$ cat config.mk
export PLATFORM = sky130hd
export DESIGN_NAME = lcd_ctrl_top
export DESIGN_NICKNAME = d
export VERILOG_FILES = /design/src/verilog/lcd_pkg.sv /design/src/verilog/lcd_bus_writer.sv /design/src/verilog/lcd_cmd_sequencer.sv /design/src/verilog/lcd_ctrl_top.sv
export SDC_FILE = /design/constraint.sdc
export NUM_CORES = 1
export LEC_CHECK = 0
export ABC_AREA = 1
export BUFFER_PORTS_ARGS = -buffer_cell sky130_fd_sc_hd__clkbuf_2
export CAP_MARGIN = 0
export CORE_ASPECT_RATIO = 0.75
export CORE_MARGIN = 5
export CORE_UTILIZATION = 50
export CTS_CLUSTER_DIAMETER = 100
export CTS_CLUSTER_SIZE = 30
export DETAILED_ROUTE_END_ITERATION = 16
export MAX_ROUTING_LAYER = met4
export PLACE_DENSITY_LB_ADDON = 0.15
export SETUP_SLACK_MARGIN = 0.1
export SYNTH_ARGS = -nofsm -noshare
export SYNTH_HDL_FRONTEND = slang
export SYNTH_HIERARCHICAL = 1
export SYNTH_SLANG_ARGS = --single-unit
$ cat constraint.sdc
create_clock -name clk -period 6.2 [get_ports clk]
set_input_delay 0.31 -clock clk [delete_from_list [all_inputs] [get_ports clk]]
set_output_delay 0.31 -clock clk [all_outputs]
set_load 0.03 [all_outputs]
$ cat src/verilog/lcd_pkg.sv
`default_nettype none

package lcd_pkg;

    typedef logic [7:0]  byte_t;
    typedef logic [15:0] coord_t;        // panel column or row
    typedef logic [15:0] color_t;        // rgb565
    typedef logic [31:0] param_t;        // up to four bytes, top byte goes first
    typedef logic [2:0]  param_count_t;
    typedef logic [31:0] pixel_count_t;

    // one command as handed to the bus writer
    typedef struct packed {
        byte_t        opcode;
        param_t       params;
        param_count_t param_count;  // only for opcodes outside the writer table
    } lcd_cmd_t;

    typedef struct packed {
        coord_t x0;
        coord_t x1;
        coord_t y0;
        coord_t y1;
        color_t color;
    } fill_req_t;

    // panel side pins, rdx is tied high on the board
    typedef struct packed {
        byte_t data;
        logic  csx;
        logic  dcx;   // 0 command, 1 parameter
        logic  wrx;   // panel latches on the rising edge
    } lcd_bus_t;

    localparam byte_t CMD_NOP     = 8'h00;
    localparam byte_t CMD_SWRESET = 8'h01;
    localparam byte_t CMD_DISPOFF = 8'h28;
    localparam byte_t CMD_DISPON  = 8'h29;
    localparam byte_t CMD_CASET   = 8'h2A;
    localparam byte_t CMD_PASET   = 8'h2B;
    localparam byte_t CMD_RAMWR   = 8'h2C;
    localparam byte_t CMD_PIXFMT  = 8'h3A;
    localparam byte_t CMD_RAMWRC  = 8'h3C;

    localparam byte_t PIXFMT_16BPP = 8'h55;

endpackage

`default_nettype wire
$ cat src/verilog/lcd_bus_writer.sv
`timescale 1ns/1ps
`default_nettype none

module lcd_bus_writer #(
    parameter int HALF_CYCLES = 1
) (
    input  logic              clk,
    input  logic              nrst,
    input  logic              cmd_start,
    input  lcd_pkg::lcd_cmd_t cmd,
    output logic              cmd_busy,
    output logic              cmd_done,
    output lcd_pkg::lcd_bus_t lcd
);

    localparam int TW = (HALF_CYCLES > 1) ? $clog2(HALF_CYCLES) : 1;
    localparam logic [TW-1:0] HALF_LAST = TW'(HALF_CYCLES - 1);

    typedef enum logic [2:0] {
        WR_IDLE,
        WR_CMD,     // command byte, wrx low
        WR_STROBE,  // wrx high, byte gets latched
        WR_PARAM,   // parameter byte, wrx low
        WR_FINISH
    } wr_state_t;

    wr_state_t             state;
    logic [TW-1:0]         half_cnt;
    logic                  half_end;
    logic                  next_byte;
    lcd_pkg::param_t       param_sr;
    lcd_pkg::param_count_t param_total;
    lcd_pkg::param_count_t param_sent;
    lcd_pkg::param_count_t table_count;

    // parameter count per opcode
    always_comb begin
        case (cmd.opcode)
            lcd_pkg::CMD_CASET,
            lcd_pkg::CMD_PASET: begin
                table_count = 3'd4;
            end
            lcd_pkg::CMD_PIXFMT: begin
                table_count = 3'd1;
            end
            lcd_pkg::CMD_RAMWR: begin
                table_count = 3'd2;
            end
            lcd_pkg::CMD_SWRESET,
            lcd_pkg::CMD_DISPON,
            lcd_pkg::CMD_DISPOFF,
            lcd_pkg::CMD_NOP: begin
                table_count = 3'd0;
            end
            default: begin
                // caller supplied, never more than four
                table_count = (cmd.param_count > 3'd4) ? 3'd4 : cmd.param_count;
            end
        endcase
    end

    assign half_end  = (half_cnt == HALF_LAST);
    assign next_byte = (state == WR_STROBE) && half_end && (param_sent != param_total);

    always_ff @(posedge clk or negedge nrst) begin
        if (!nrst) begin
            state       <= WR_IDLE;
            half_cnt    <= '0;
            param_total <= '0;
            param_sent  <= '0;
            lcd.data    <= '0;
            lcd.csx     <= 1'b1;
            lcd.dcx     <= 1'b0;
            lcd.wrx     <= 1'b1;
        end else begin
            case (state)
                WR_IDLE: begin
                    if (cmd_start) begin
                        state       <= WR_CMD;
                        half_cnt    <= '0;
                        param_total <= table_count;
                        param_sent  <= '0;
                        lcd.data    <= cmd.opcode;
                        lcd.csx     <= 1'b0;
                        lcd.dcx     <= 1'b0;
                        lcd.wrx     <= 1'b0;
                    end
                end
                WR_CMD, WR_PARAM: begin
                    if (half_end) begin
                        half_cnt <= '0;
                        state    <= WR_STROBE;
                        lcd.wrx  <= 1'b1;   // rising edge latches the byte
                    end else begin
                        half_cnt <= half_cnt + 1'b1;
                    end
                end
                WR_STROBE: begin
                    if (half_end) begin
                        half_cnt <= '0;
                        if (next_byte) begin
                            state      <= WR_PARAM;
                            param_sent <= param_sent + 1'b1;
                            lcd.data   <= param_sr[31:24];
                            lcd.dcx    <= 1'b1;
                            lcd.wrx    <= 1'b0;
                        end else begin
                            state   <= WR_FINISH;
                            lcd.csx <= 1'b1;
                        end
                    end else begin
                        half_cnt <= half_cnt + 1'b1;
                    end
                end
                WR_FINISH: state <= WR_IDLE;
                default:   state <= WR_IDLE;
            endcase
        end
    end

    // parameter bytes, top byte first
    always_ff @(posedge clk) begin
        if (state == WR_IDLE && cmd_start) begin
            param_sr <= cmd.params;
        end else if (next_byte) begin
            param_sr <= {param_sr[23:0], 8'h00};
        end
    end

    assign cmd_busy = state inside {WR_CMD, WR_STROBE, WR_PARAM};
    assign cmd_done = (state == WR_FINISH);

endmodule

`default_nettype wire

$ cat src/verilog/lcd_cmd_sequencer.sv
`timescale 1ns/1ps
`default_nettype none

module lcd_cmd_sequencer #(
    parameter int RESET_WAIT_CYCLES = 16
) (
    input  logic               clk,
    input  logic               nrst,
    input  logic               fill_start,
    input  lcd_pkg::fill_req_t fill_req,
    output logic               ready,
    output logic               fill_done,
    output logic               cmd_start,
    output lcd_pkg::lcd_cmd_t  cmd,
    input  logic               cmd_busy,
    input  logic               cmd_done
);

    localparam int WW = $clog2(RESET_WAIT_CYCLES + 1);

    typedef enum logic [3:0] {
        SQ_SWRESET,
        SQ_RST_WAIT,
        SQ_PIXFMT,
        SQ_DISPON,
        SQ_IDLE,
        SQ_CASET,    // column window
        SQ_PASET,    // page window
        SQ_RAMWR,    // first pixel
        SQ_RAMWRC    // remaining pixels
    } seq_state_t;

    seq_state_t            state;
    logic                  issued;     // command of this state already handed over
    logic                  cmd_state;
    logic [WW-1:0]         wait_cnt;
    lcd_pkg::fill_req_t    req_q;
    lcd_pkg::coord_t       width;
    lcd_pkg::coord_t       height;
    lcd_pkg::pixel_count_t pix_total;
    lcd_pkg::pixel_count_t pix_left;
    logic                  last_pixel;

    assign width      = fill_req.x1 - fill_req.x0 + 16'd1;
    assign height     = fill_req.y1 - fill_req.y0 + 16'd1;
    assign pix_total  = lcd_pkg::pixel_count_t'(width) * lcd_pkg::pixel_count_t'(height);
    assign last_pixel = (pix_left == 32'd1);

    assign cmd_state = state inside {SQ_SWRESET, SQ_PIXFMT, SQ_DISPON,
                                     SQ_CASET, SQ_PASET, SQ_RAMWR, SQ_RAMWRC};
    assign ready     = (state == SQ_IDLE);

    always_ff @(posedge clk or negedge nrst) begin
        if (!nrst) begin
            state     <= SQ_SWRESET;
            issued    <= 1'b0;
            cmd_start <= 1'b0;
            fill_done <= 1'b0;
            wait_cnt  <= '0;
            pix_left  <= '0;
        end else begin
            cmd_start <= 1'b0;
            fill_done <= 1'b0;
            if (cmd_state && !issued && !cmd_busy) begin
                cmd_start <= 1'b1;
                issued    <= 1'b1;
            end
            if (cmd_done) begin
                issued <= 1'b0;
            end
            case (state)
                SQ_SWRESET: begin
                    if (cmd_done) begin
                        state    <= SQ_RST_WAIT;
                        wait_cnt <= '0;
                    end
                end
                SQ_RST_WAIT: begin
                    // panel needs quiet time after a software reset
                    if (wait_cnt == WW'(RESET_WAIT_CYCLES - 1)) begin
                        state <= SQ_PIXFMT;
                    end else begin
                        wait_cnt <= wait_cnt + 1'b1;
                    end
                end
                SQ_PIXFMT: if (cmd_done) state <= SQ_DISPON;
                SQ_DISPON: if (cmd_done) state <= SQ_IDLE;
                SQ_IDLE: begin
                    if (fill_start) begin
                        state    <= SQ_CASET;
                        pix_left <= pix_total;
                    end
                end
                SQ_CASET: if (cmd_done) state <= SQ_PASET;
                SQ_PASET: if (cmd_done) state <= SQ_RAMWR;
                SQ_RAMWR, SQ_RAMWRC: begin
                    if (cmd_done) begin
                        if (last_pixel) begin
                            state     <= SQ_IDLE;
                            fill_done <= 1'b1;
                        end else begin
                            state    <= SQ_RAMWRC;
                            pix_left <= pix_left - 1'b1;
                        end
                    end
                end
                default: state <= SQ_SWRESET;
            endcase
        end
    end

    always_ff @(posedge clk) begin
        if (state == SQ_IDLE && fill_start) begin
            req_q <= fill_req;
        end
    end

    // command for the current step, steady until its cmd_done
    always_comb begin
        cmd.opcode      = lcd_pkg::CMD_NOP;
        cmd.params      = '0;
        cmd.param_count = 3'd0;
        case (state)
            SQ_SWRESET: cmd.opcode = lcd_pkg::CMD_SWRESET;
            SQ_PIXFMT: begin
                cmd.opcode      = lcd_pkg::CMD_PIXFMT;
                cmd.params      = {lcd_pkg::PIXFMT_16BPP, 24'h000000};
                cmd.param_count = 3'd1;
            end
            SQ_DISPON: cmd.opcode = lcd_pkg::CMD_DISPON;
            SQ_CASET: begin
                cmd.opcode      = lcd_pkg::CMD_CASET;
                cmd.params      = {req_q.x0, req_q.x1};   // start then end, high byte first
                cmd.param_count = 3'd4;
            end
            SQ_PASET: begin
                cmd.opcode      = lcd_pkg::CMD_PASET;
                cmd.params      = {req_q.y0, req_q.y1};
                cmd.param_count = 3'd4;
            end
            SQ_RAMWR: begin
                cmd.opcode      = lcd_pkg::CMD_RAMWR;
                cmd.params      = {req_q.color, 16'h0000};
                cmd.param_count = 3'd2;
            end
            SQ_RAMWRC: begin
                cmd.opcode      = lcd_pkg::CMD_RAMWRC;
                cmd.params      = {req_q.color, 16'h0000};
                cmd.param_count = 3'd2;    // not in the writer table
            end
            default: ;
        endcase
    end

endmodule

`default_nettype wire

$ cat src/verilog/lcd_ctrl_top.sv
`timescale 1ns/1ps
`default_nettype none

module lcd_ctrl_top #(
    parameter int HALF_CYCLES       = 1,
    parameter int RESET_WAIT_CYCLES = 16
) (
    input  logic               clk,
    input  logic               nrst,
    input  logic               fill_start,
    input  lcd_pkg::fill_req_t fill_req,
    output logic               ready,
    output logic               fill_done,
    output lcd_pkg::lcd_bus_t  lcd
);

    // sequencer to writer
    logic              cmd_start;
    lcd_pkg::lcd_cmd_t cmd;
    logic              cmd_busy;
    logic              cmd_done;

    lcd_cmd_sequencer #(
        .RESET_WAIT_CYCLES (RESET_WAIT_CYCLES)
    ) seq_i (
        .clk        (clk),
        .nrst       (nrst),
        .fill_start (fill_start),
        .fill_req   (fill_req),
        .ready      (ready),
        .fill_done  (fill_done),
        .cmd_start  (cmd_start),
        .cmd        (cmd),
        .cmd_busy   (cmd_busy),
        .cmd_done   (cmd_done)
    );

    lcd_bus_writer #(
        .HALF_CYCLES (HALF_CYCLES)
    ) writer_i (
        .clk       (clk),
        .nrst      (nrst),
        .cmd_start (cmd_start),
        .cmd       (cmd),
        .cmd_busy  (cmd_busy),
        .cmd_done  (cmd_done),
        .lcd       (lcd)
    );

endmodule

`default_nettype wire

After elaboration in Yosys (flattened, before gate mapping) --
Cells that the tools add are included. Widths: inputs -> output; s select.
Word-level totals: register bits 177, bits of input ports 83, output and inout bits 13, logic and storage cells 151
Operators by class: add/sub/neg operators 8, multipliers 1, $lt $le $gt $ge 1, equal/unequal tests 37, muxes and demuxes 49, bitwise operators 1, reduce and logical (&&, ||, !) cells 34
Operator list (count):
- $mux 32 | 5
- $pmux 35 s4 | 1
- $pmux 32 s2 | 1
- $pmux 6 s7 | 1
- $eq 6x6->1 const B | 6
- $mux 4 | 9
- $add 16x1->16 const B | 2
- $eq 32x1->1 const B | 1
- $mul 16x16->32 | 1
- $pmux 4 s8 | 1
- $sub 16x16->16 | 2
- $sub 32x1->32 const B | 1
- $mux 3 | 8
- $ne 2x2->1 const B | 12
- $mux 11 | 2
- $pmux 10 s2 | 1
- $eq 4x3->1 const B | 4
- $pmux 3 s4 | 1
- $reduce_and 4->1 | 3
- $reduce_bool 2->1 | 6
- $mux 1 | 10
- $mux 5 | 2
- $pmux 5 s2 | 1
- $pmux 3 s3 | 1
- 34 further kinds | 49

Logic depth before layout (Yosys ltp) --
Gate-level depths: netlist (run 1).
depth after elaboration 6, gate-level depth with buffers 39, depth with buffers taken out 39

By module --
The synthesis (run 1) kept the hierarchy.
By module, submodules not included:
- lcd_cmd_sequencer | instances 1, cells each 2175, area each 16901.2 um2, sequential area each 3503.4 um2
- lcd_bus_writer | instances 1, cells each 279, area each 2508.7 um2, sequential area each 1463.9 um2

Worst setup path after synthesis (run 1) --
No wires, ideal clock.
kind register to register, from reg seq_i.state[1], to reg seq_i/req_q[0] in the netlist's numbering, enable pin, library setup time 0.616 ns, data arrival time 6.125 ns, data required time 5.584 ns, slack -0.541 ns, cell stages (with the launch flop) 5, path buffers 1, period minus slack after synthesis 6.741 ns, cell sequence dfrtp_1 buf_2 nor2_2 inv_2 nor3_1
Between the ends: longest elaborated chain between the ends 2
Ends and longest elaborated chain:
- start, declared | RTL line lcd_cmd_sequencer.sv:33 | seq_state_t state;
- start signal, assigned | RTL line lcd_cmd_sequencer.sv:55 | state <= SQ_SWRESET;
- start signal, assigned | RTL line lcd_cmd_sequencer.sv:74 | state <= SQ_RST_WAIT;
- start signal, assigned | RTL line lcd_cmd_sequencer.sv:81 | state <= SQ_PIXFMT;
- $eq 4x3->1 | RTL line lcd_cmd_sequencer.sv:113 | if (state == SQ_IDLE && fill_start) begin
- $logic_and 1x1->1 | RTL line lcd_cmd_sequencer.sv:113
- end signal, assigned | RTL line lcd_cmd_sequencer.sv:114 | req_q <= fill_req;
- end, declared | RTL line lcd_cmd_sequencer.sv:37 | lcd_pkg::fill_req_t req_q;
No other way between the ends. A chain may end at the register's enable or synchronous reset.

Worst setup path after layout (run 1) --
from in fill_req[66] in the netlist's numbering, to reg seq_i.pix_left[14]
Between the ends: longest elaborated chain between the ends 5
Ends and longest elaborated chain:
- start, declared | RTL line lcd_ctrl_top.sv:11 | input lcd_pkg::fill_req_t fill_req,
- $sub 16x16->16 | RTL line lcd_cmd_sequencer.sv:44 | assign width = fill_req.x1 - fill_req.x0 + 16'd1;
- $add 16x1->16 | RTL line lcd_cmd_sequencer.sv:44
- $mul 16x16->32 | RTL line lcd_cmd_sequencer.sv:46 | assign pix_total = lcd_pkg::pixel_count_t'(width) * lcd_pkg::pixel_count_t'(height);
- $mux 32 | RTL line lcd_cmd_sequencer.sv:89 | if (fill_start) begin
- $pmux 32 s2 | RTL line lcd_cmd_sequencer.sv:71 | case (state)
- end signal, assigned | RTL line lcd_cmd_sequencer.sv:91 | pix_left <= pix_total;
- end signal, assigned | RTL line lcd_cmd_sequencer.sv:103 | pix_left <= pix_left - 1'b1;
- end, declared | RTL line lcd_cmd_sequencer.sv:41 | lcd_pkg::pixel_count_t pix_left;
No other way between the ends. The select of a mux whose other input is x is not followed.

==> results of run 1 <==
registers in the layout (all words and copies together) (netlist names):
| name | count |
|---|---|
| seq_i/req_q | 80 |
| seq_i/pix_left | 32 |
| writer_i/param_sr | 32 |
| writer_i/lcd | 11 |
| seq_i/wait_cnt | 5 |
| seq_i/state | 4 |
| writer_i/param_sent | 3 |
| writer_i/param_total | 3 |
| writer_i/state | 3 |
| seq_i/cmd_start | 1 |
| seq_i/fill_done | 1 |
| seq_i/issued | 1 |
per-layer routing:
metal | vias up | wire length (µm) | track usage
met3 | 56 | 4700 | 0.0669
met4 | 0 | 969 | 0.0554
met1 | 8156 | 27500 | 0.412
li1 | 8222 | - | -
met5 | - | 0 | -
met2 | 558 | 24700 | 0.398
metrics by stage:
| stage | setup TNS, ns | utilization |
|---|---|---|
| floorplan | -0.558 | - |
| global placement | -14.05 | 0.589 |
| detailed placement | -15.04 | 0.589 |
| CTS | -1.12 | 0.618 |
| global route | -7.60 | 0.636 |
| finish | -2.16 | 0.636 |
placed cells by master, fill, tap and decap left out, types with 31 or more instances in the layout:
| master | instances |
|---|---|
| nand2_1 | 592 |
| fa_1 | 186 |
| ha_1 | 130 |
| clkbuf_2 | 91 |
| a21oi_2 | 31 |
| dfrtp_1 | 62 |
| edfxtp_1 | 112 |
| buf_4 | 244 |
| inv_2 | 40 |
| inv_1 | 430 |
| ha_4 | 35 |
| a21oi_1 | 44 |
| nor2_1 | 273 |
| nand3_1 | 81 |
| nand2_2 | 64 |
cells by family after synthesis:
group,count (synthesis)
xor+xnor,49
buf+inv,536
compound gates,186
flops,176
other cells,1
simple gates,1143
fa+ha+maj,363
synth_stat cells (21+ instances only):
cell type	instances	share of area
a21oi_1	68	0.018
dfrtp_1	62	0.080
edfxtp_1	112	0.17
fa_1	196	0.20
ha_1	167	0.11
inv_1	469	0.091
nand2_1	667	0.13
nand3_1	97	0.025
nor2_1	307	0.059
o21ai_0	36	0.0093
o21ai_1	21	0.0054
xor2_1	21	0.0095
critical path, delay by kind of cell:
family | cells | cell delay (ns)
xor+xnor | 1 | 0.20
fa+ha+maj | 9 | 3.92
buf+inv | 8 | 0.84
compound gates | 4 | 0.63
simple gates | 9 | 0.90
what timing repair did:
action | in CTS | in global routing
pin swaps | 74 | 126
cloned | 0 | 0
setup buffers | 14 | 10
setup endpoints to repair | 23 | 23
gates resized for setup | 108 | 151
worst min path at each step:
| stage | start | to | cells past startpoint |
|---|---|---|---|
| floorplan | nrst | seq_i/cmd_start | 0 |
| global placement | writer_i/lcd[2] | writer_i/lcd[2] | 2 |
| CTS | fill_req[2] | seq_i/req_q[2] | 1 |
| global route | fill_req[1] | seq_i/req_q[1] | 1 |
| detailed placement | writer_i/lcd[2] | writer_i/lcd[2] | 2 |
| finish | nrst | writer_i/lcd[4] | 2 |
final cells by class:
type | count | area, µm² | area share
clock buffer | 19 | 433 | 0.0178
inverter | 484 | 1850 | 0.0759
tap | 512 | 641 | 0.0263
timing repair buffer | 369 | 2780 | 0.114
clock inverter | 13 | 145 | 0.00595
multi-input combinational | 1743 | 13600 | 0.556
sequential | 176 | 4970 | 0.204
==> impl_metrics.csv, run 1 <==
group,metric,value,unit
sta,report.final.hold_viol_count,0,
layout,fin_nets,3237,
logic_synthesis,synth_xor_area_frac,0.0271,
setup_path,cp-start-kind,"input port",
floorplanning,die_y,181,µm
floorplanning,die-area,42900,µm²
setup_path,path_max_fanout,4,
cts,htreeDepth,4,
setup_path,r2r-start,"seq_i/state[1]",
sta,fin_crit,6.41,ns
sta,max_slew_margin,0.321,
detailed_routing,viasPerCell,5.12,
sta,worst_clock_skew,0.0160,ns
sta,setup_viol,20,
cts,clockBufferDepth,2,
logic_synthesis,async_reset_ff_frac,0.364,
detailed_routing,vias,16992,
floorplanning,core_area,38300,µm²
detailed_routing,postRouteAntennaNets,0,
detailed_routing,drt-total-wl,57.9,mm
logic_synthesis,synth-compound-area-share,0.0583,
layout,num_antenna_cells,0,
logic_synthesis,synthMuxAreaShare,0,
cts,numCtsBuffers,17,
logic_synthesis,synthSimpleGateAreaFrac,0.238,
floorplanning,start_util,0.506,
sta,fmax,156,MHz
placed_design,hpwl,47.2,mm
logic_synthesis,synth_edf_count,112,
setup_path,crit_path_end_kind,"register",
logic_synthesis,synth_area,19400,µm²
placed_design,gp_congestion,0.961,
setup_path,cp.required,6.59,ns
logic_synthesis,syn_inst,2454,
detailed_routing,firstDrtPassIters,6,
setup_path,crit_arrival,6.80,ns
logic_synthesis,ys_types,51,
sta,rsz0062_at_grt,"true",
sta,fin_ws,-0.212,ns
setup_path,r2r_end,"writer_i/param_total[0]",
setup_path,ff2ff_setup_slack,2.85,ns
layout,post-route-cell-area,24400,µm²
placed_design,place.port_buffers,95,
layout,n_fill_cell,3380,
outcome,outcome,"finished, violations left",
logic_synthesis,synth-seq-cells,176,
cts,insertion_delay,0.46,ns
sta,fin_hold_ws,0.0287,ns
logic_synthesis,avgSynthCellArea,7.91,µm²
floorplanning,rows,62,
cts,cts-root-buf,"clkbuf_16",
layout,final_layout_size_suffix_gt1_frac,0.254,
sta,worst_pin_slew,1.02,ns
grt,grt_pass1_wl,91.8,mm
detailed_routing,drc_errors,0,
grt,grt_usage,0.280,
outcome,violations,"setup timing",
cts,hold_buffers,0,
logic_synthesis,synth_top_family_by_area,"adder cells",
detailed_routing,drtIter0Drc,1361,
placed_design,dpl.cell_count,3260,
grt,grt_antenna_before_repair,0,
cts,path_clk_slew,0.08,ns
logic_synthesis,yosysWarnings,6,
setup_path,r2r_cells,12,
setup_path,slowest_stage,"fa_2",
hold_path,hold_class,"input port to asynchronous set/reset pin",
sta,timing.final.crit_share,1.03,
logic_synthesis,seq_area_frac_synth,0.256,
placed_design,place_area,22600,µm²
cts,numClockSinks,176,
logic_synthesis,synthFlopType,"edfxtp_1",
placed_design,pre_cts_slack,-0.833,ns
setup_path,path_class,"input port to register",
setup_path,crit_path_end,"seq_i/pix_left[14]",
grt,grt_start_max_net_pins,65,
logic_synthesis,synth_fa_ha_area_frac,0.310,
layout,syn_to_final_growth,25.6,%
sta,slew_violations,0,
detailed_routing,wire_per_inst,17.4,µm
floorplanning,ios,96,
floorplanning,die_x,238,µm
grt,grt_pass1_vias,16974,
flow_run,max_cap_violations,0,
setup_path,cpPeakStageDelay,0.55,ns
setup_path,crit_path_start,"fill_req[66]",
cts,cts_tree,"built",
grt,grt_overflow_total,0,
layout,stdcell_count,3316,
setup_path,cpMostUsedCell,"fa_1",
Power of run 1 is left out: the tool's default activity adds up to more than one toggle a clock period on the data nets, which glitch-free logic cannot reach.
==> run 2: changes to the inputs <==
--- a/config.mk
+++ b/config.mk
@@ -14,8 +14,8 @@
 export CTS_CLUSTER_DIAMETER = 100
 export CTS_CLUSTER_SIZE = 30
 export DETAILED_ROUTE_END_ITERATION = 16
-export MAX_ROUTING_LAYER = met4
 export PLACE_DENSITY_LB_ADDON = 0.15
+export REMOVE_ABC_BUFFERS = 1
 export SETUP_SLACK_MARGIN = 0.1
 export SYNTH_ARGS = -nofsm -noshare
 export SYNTH_HDL_FRONTEND = slang
==> run 2 against run 1 <==
The run still ends with setup timing left. Worst hold slack barely moved. Maximum frequency increased by 0.37%. Core utilization increased by 0.40 points. Via count increased by 2.7%. Sequential share of layout area down 0.13 points. Routed wire length is 1.1% lower. Cell area increased by 0.62%. Highest routed layer unchanged. Critical path depth up 5. Setup slack gained 0.024 ns. Global-route usage down 1.4 points. First-iteration DRC count up 8.4%. Non-clock buffer count up 9.
==> impl_metrics.csv, run 2 (same netlist as run 1, synthesis figures left out) <==
group,metric,value,unit
setup_path,critPathBufInv,11,
grt,grt_antenna_before_repair,0,
grt,grt_pass1_wl,90.8,mm
grt,grt_pass1_vias,17342,
setup_path,cpMostUsedCell,"fa_1",
setup_path,crit_arrival,6.78,ns
setup_path,crit_path_end_kind,"register",
sta,rsz0062_at_grt,"true",
setup_path,path_class,"input port to register",
setup_path,cp_top_family,"adder cells",
layout,syn_to_final_growth,26.4,%
outcome,outcome,"finished, violations left",
floorplanning,die_y,181,µm
setup_path,r2r_cells,11,
detailed_routing,drt-total-wl,57.2,mm
placed_design,place.port_buffers,95,
cts,htreeDepth,4,
floorplanning,rows,62,
floorplanning,die_x,238,µm
flow_run,max_cap_violations,0,
sta,fin_ws,-0.188,ns
cts,insertion_delay,0.46,ns
outcome,violations,"setup timing",
layout,layout_common_cells,"nand2_1, inv_1, nor2_1",
layout,fin_nets,3246,
grt,grt_overflow_total,0,
setup_path,cp.required,6.59,ns
cts,numCtsBuffers,17,
sta,fin_crit,6.39,ns
detailed_routing,drc_errors,0,
setup_path,path_max_fanout,4,
hold_path,hold_class,"input port to register",
setup_path,ff2ff_setup_slack,2.87,ns
placed_design,pre_cts_slack,-1.33,ns
cts,cts_tree,"built",
detailed_routing,postRouteAntennaNets,0,
cts,path_clk_slew,0.07,ns
detailed_routing,drtIter0Drc,1475,
placed_design,hpwl,45.2,mm
sta,worst_pin_slew,1.01,ns
sta,max_slew_margin,0.327,
sta,report.final.hold_viol_count,0,
detailed_routing,firstDrtPassIters,5,
hold_path,whs_endpoint,"seq_i/req_q[3]",
floorplanning,die-area,42900,µm²
floorplanning,ios,96,
layout,post-route-cell-area,24500,µm²
hold_path,min-delay-start,"fill_req[3]",
hold_path,worstHoldPathCells,1,
floorplanning,core_area,38300,µm²
sta,slew_violations,0,
layout,largestRegisters,"seq_i/req_q: 80 flops, seq_i/pix_left: 32 flops, writer_i/param_sr: 32 flops",
layout,largest_reg_flops,80,
detailed_routing,vias,17447,
floorplanning,start_util,0.506,
setup_path,slowest_stage,"fa_1",
sta,timing.final.crit_share,1.03,
setup_path,cpPeakStageDelay,0.54,ns
layout,final_layout_size_suffix_gt1_frac,0.265,
sta,fmax,157,MHz
layout,num_antenna_cells,0,
grt,grt_usage,0.266,
layout,final_common_cell,"nand2_1",
grt,grt_start_max_net_pins,74,
sta,worst_clock_skew,0.0103,ns
cts,numClockSinks,176,
cts,cts-root-buf,"clkbuf_16",
placed_design,gp_congestion,1.01,
setup_path,cp-start-kind,"input port",
layout,n_fill_cell,3294,
placed_design,place_area,22100,µm²
setup_path,r2r_end,"writer_i/param_total[1]",
cts,clockBufferDepth,2,
detailed_routing,wire_per_inst,17.2,µm
layout,top_register,"seq_i/req_q",
detailed_routing,viasPerCell,5.25,
setup_path,r2r-start,"seq_i/state[1]",
sta,setup_viol,18,
layout,stdcell_count,3325,
placed_design,dpl.cell_count,3249,
-- run 2: layout make-up --
type | instances | area [µm²] | share of cell area
Timing Repair Buffer | 378 | 2820 | 0.115
Tap cell | 512 | 641 | 0.0261
Clock buffer | 19 | 433 | 0.0177
Clock inverter | 13 | 160 | 0.00653
Multi-Input combinational cell | 1743 | 13700 | 0.557
Sequential cell | 176 | 4970 | 0.203
Inverter | 484 | 1860 | 0.0757
-- run 2: metal layers --
layer	global-route usage	share of wire	up-vias
met3	0.0655	0.093	60
met5	0	0	-
met4	0.0565	0.017	0
met1	0.383	0.43	8504
li1	-	-	8243
met2	0.411	0.46	640
-- run 2: through the flow --
stage          setup TNS, ns   util  hold slack, ns
2_1_floorplan         -56.57      -          0.0144
3_3_place_gp          -25.11  0.576           0.449
3_5_place_dp          -28.04  0.576           0.456
4_1_cts                -1.32  0.618        0.000145
5_1_grt                -6.13  0.640         0.00903
6_report               -1.43  0.640          0.0285
-- run 2: how the worst max path moves through the flow --
stage | from | cells past startpoint | end
CTS | fill_req[17] | 36 | seq_i/pix_left[31]
global placement | fill_req[49] | 36 | seq_i/pix_left[21]
floorplan | fill_req[49] | 32 | seq_i/pix_left[31]
global route | fill_req[39] | 32 | seq_i/pix_left[31]
detailed placement | fill_req[49] | 34 | seq_i/pix_left[21]
finish | fill_req[49] | 36 | seq_i/pix_left[24]
-- run 2: what timing repair did --
action,4_1_cts,5_1_grt
endpoints found under the setup margin,24,24
endpoints found under the hold margin,3,0
cloned,0,1
resized for setup,194,189
hold buffers,3,0
setup buffers,20,20
pin swaps,97,133
Power of run 2 is left out for the same reason.
==> run 3: changes to the inputs <==
--- a/config.mk
+++ b/config.mk
@@ -6,11 +6,11 @@
 export NUM_CORES = 1
 export LEC_CHECK = 0
 export ABC_AREA = 1
-export BUFFER_PORTS_ARGS = -buffer_cell sky130_fd_sc_hd__clkbuf_2
+export BUFFER_PORTS_ARGS = -buffer_cell sky130_fd_sc_hd__buf_2
 export CAP_MARGIN = 0
 export CORE_ASPECT_RATIO = 0.75
 export CORE_MARGIN = 5
-export CORE_UTILIZATION = 50
+export CORE_UTILIZATION = 45
 export CTS_CLUSTER_DIAMETER = 100
 export CTS_CLUSTER_SIZE = 30
 export DETAILED_ROUTE_END_ITERATION = 16
==> run 3 against run 2 <==
The flow still finishes with violations (setup timing). Die area increased by 11%. Core utilization shrank 5.3 points. Global-route usage fell by 1.6 points. First-iteration DRC count shrank 16%. Sequential cell count unchanged. Register-to-register slack worse by 0.04 ns. Sequential share of layout area shrank 0.30 points. Setup slack better by 0.043 ns. Via count decreased by 1.1%. Routed wire length rose by 2.0%. Largest cell class unchanged.
==> impl_metrics.csv, run 3 (same netlist as run 1, synthesis figures left out) <==
group,metric,value,unit
layout,n_fill_cell,3872,
outcome,violations,"setup timing",
cts,path_clk_slew,0.08,ns
sta,worst_clock_skew,0.0136,ns
grt,grt_pass1_wl,93.2,mm
layout,stdcell_count,3405,
setup_path,cp.required,6.56,ns
detailed_routing,firstDrtPassIters,5,
sta,timing.final.crit_share,1.02,
setup_path,cpMostUsedCell,"fa_1",
placed_design,dpl.cell_count,3312,
setup_path,r2r-start,"seq_i/state[1]",
cts,htreeDepth,4,
sta,fin_ws,-0.145,ns
setup_path,path_class,"input port to register",
floorplanning,die-area,47400,µm²
floorplanning,core_area,42400,µm²
sta,worst_pin_slew,1.05,ns
detailed_routing,drt-total-wl,58.4,mm
layout,fin_nets,3269,
sta,slew_violations,0,
grt,grt_usage,0.250,
placed_design,place.port_buffers,95,
detailed_routing,drtIter0Drc,1245,
layout,final_layout_size_suffix_gt1_frac,0.270,
detailed_routing,viasPerCell,5.07,
outcome,outcome,"finished, violations left",
hold_path,min-delay-start,"fill_req[33]",
setup_path,crit_path_end_kind,"register",
cts,cts_tree,"built",
sta,max_slew_margin,0.300,
setup_path,ff2ff_setup_slack,2.83,ns
grt,met3_usage,0.0472,
sta,fin_hold_ws,0.0341,ns
setup_path,r2r_cells,12,
cts,cts-root-buf,"clkbuf_16",
setup_path,r2r_end,"writer_i/param_total[2]",
detailed_routing,vias,17263,
grt,grt_use_met1,0.369,
cts,numClockSinks,176,
sta,rsz0062_at_grt,"true",
grt,grt_pass1_vias,17351,
floorplanning,start_util,0.458,
placed_design,gp_congestion,0.948,
grt,grtUsageMet2,0.384,
detailed_routing,drc_errors,0,
floorplanning,die_y,190,µm
floorplanning,ios,96,
flow_run,max_cap_violations,0,
grt,top_usage_layer,"met2",
hold_path,whs_endpoint,"seq_i/req_q[33]",
setup_path,crit_arrival,6.70,ns
hold_path,worstHoldPathCells,1,
cts,numCtsBuffers,17,
layout,final_common_cell,"nand2_1",
floorplanning,rows,65,
layout,syn_to_final_growth,28.2,%
sta,fmax,158,MHz
layout,top_register,"seq_i/req_q",
setup_path,cpPeakStageDelay,0.57,ns
grt,grt_antenna_before_repair,1,
grt,grt_start_max_net_pins,65,
layout,largestRegisters,"seq_i/req_q: 80 flops, seq_i/pix_left: 32 flops, writer_i/param_sr: 32 flops",
grt,grt_overflow_total,0,
cts,insertion_delay,0.46,ns
sta,setup_viol,19,
floorplanning,die_x,250,µm
setup_path,path_max_fanout,4,
placed_design,hpwl,47.1,mm
hold_path,hold_class,"input port to register",
layout,layout_common_cells,"nand2_1, inv_1, nor2_1",
layout,largest_reg_flops,80,
cts,clockBufferDepth,2,
setup_path,cp-start-kind,"input port",
setup_path,slowest_stage,"fa_1",
layout,num_antenna_cells,0,
sta,fin_crit,6.35,ns
detailed_routing,wire_per_inst,17.2,µm
detailed_routing,postRouteAntennaNets,0,
sta,report.final.hold_viol_count,0,
==> run 3: cell count changes in the layout (fill, tap and decap cells not counted), sizes merged <==
cell         change
dlygate4sd3     +13
bufinv           -2
clkbuf          -91
buf             +99
inv              +7
clkinvlp         -3
==> run 3: metrics by stage <==
stage               worst slack [ns]  area [µm²]  TNS, ns   util
finish                        -0.145       24900    -1.47  0.587
global route                  -0.430       24900    -6.87  0.587
CTS                           -0.165       24300    -1.44  0.573
detailed placement             -1.55       22200   -29.42  0.524
global placement               -1.48       22200   -26.75  0.524
floorplan                     -0.738       19100   -56.57      -
==> run 3: critical path, delay by kind of cell <==
family                     cells  cell delay, ns
and+or+nand+nor               14            1.41
AOI/OAI and AO/OA              4            0.49
buffers and inverters          7            0.42
adders and majority gates     10            4.07
==> run 3: worst max-delay path by stage <==
stage          cells past startpoint  slack [ns]    startpoint                 end
2_1_floorplan                     32       -0.74  fill_req[49]  seq_i/pix_left[31]
3_3_place_gp                      38       -1.48  fill_req[49]  seq_i/pix_left[17]
3_5_place_dp                      35       -1.55  fill_req[49]  seq_i/pix_left[17]
4_1_cts                           36       -0.17  fill_req[17]  seq_i/pix_left[31]
5_1_grt                           35       -0.43  fill_req[17]  seq_i/pix_left[17]
6_report                          35       -0.15  fill_req[65]  seq_i/pix_left[17]
==> run 3: cell type report <==
class                      instances  area (µm²)  area share
multi-input combinational       1743       13700       0.549
clock buffer                      17         425      0.0171
timing repair buffer             401        3060       0.123
clock inverter                    15         203     0.00814
sequential                       176        4970       0.200
tap                              569         712      0.0286
inverter                         484        1850      0.0744
==> run 3: routing by layer <==
layer / vias up / part of all wire / wire, µm
li1: 8292 / - / -
met1: 8378 / 0.47 / 27200
met2: 534 / 0.44 / 25700
met3: 57 / 0.079 / 4590
met4: 2 / 0.016 / 947
met5: - / 0.00012 / 7
==> run 3: what timing repair did <==
| action | 4_1_cts | 5_1_grt |
|---|---|---|
| setup endpoints to repair | 23 | 23 |
| hold buffers | 16 | 0 |
| pin swaps | 134 | 107 |
| hold endpoints to repair | 16 | 0 |
| setup buffers | 33 | 13 |
| resized for setup | 228 | 165 |
Power of run 3 is left out for the same reason.
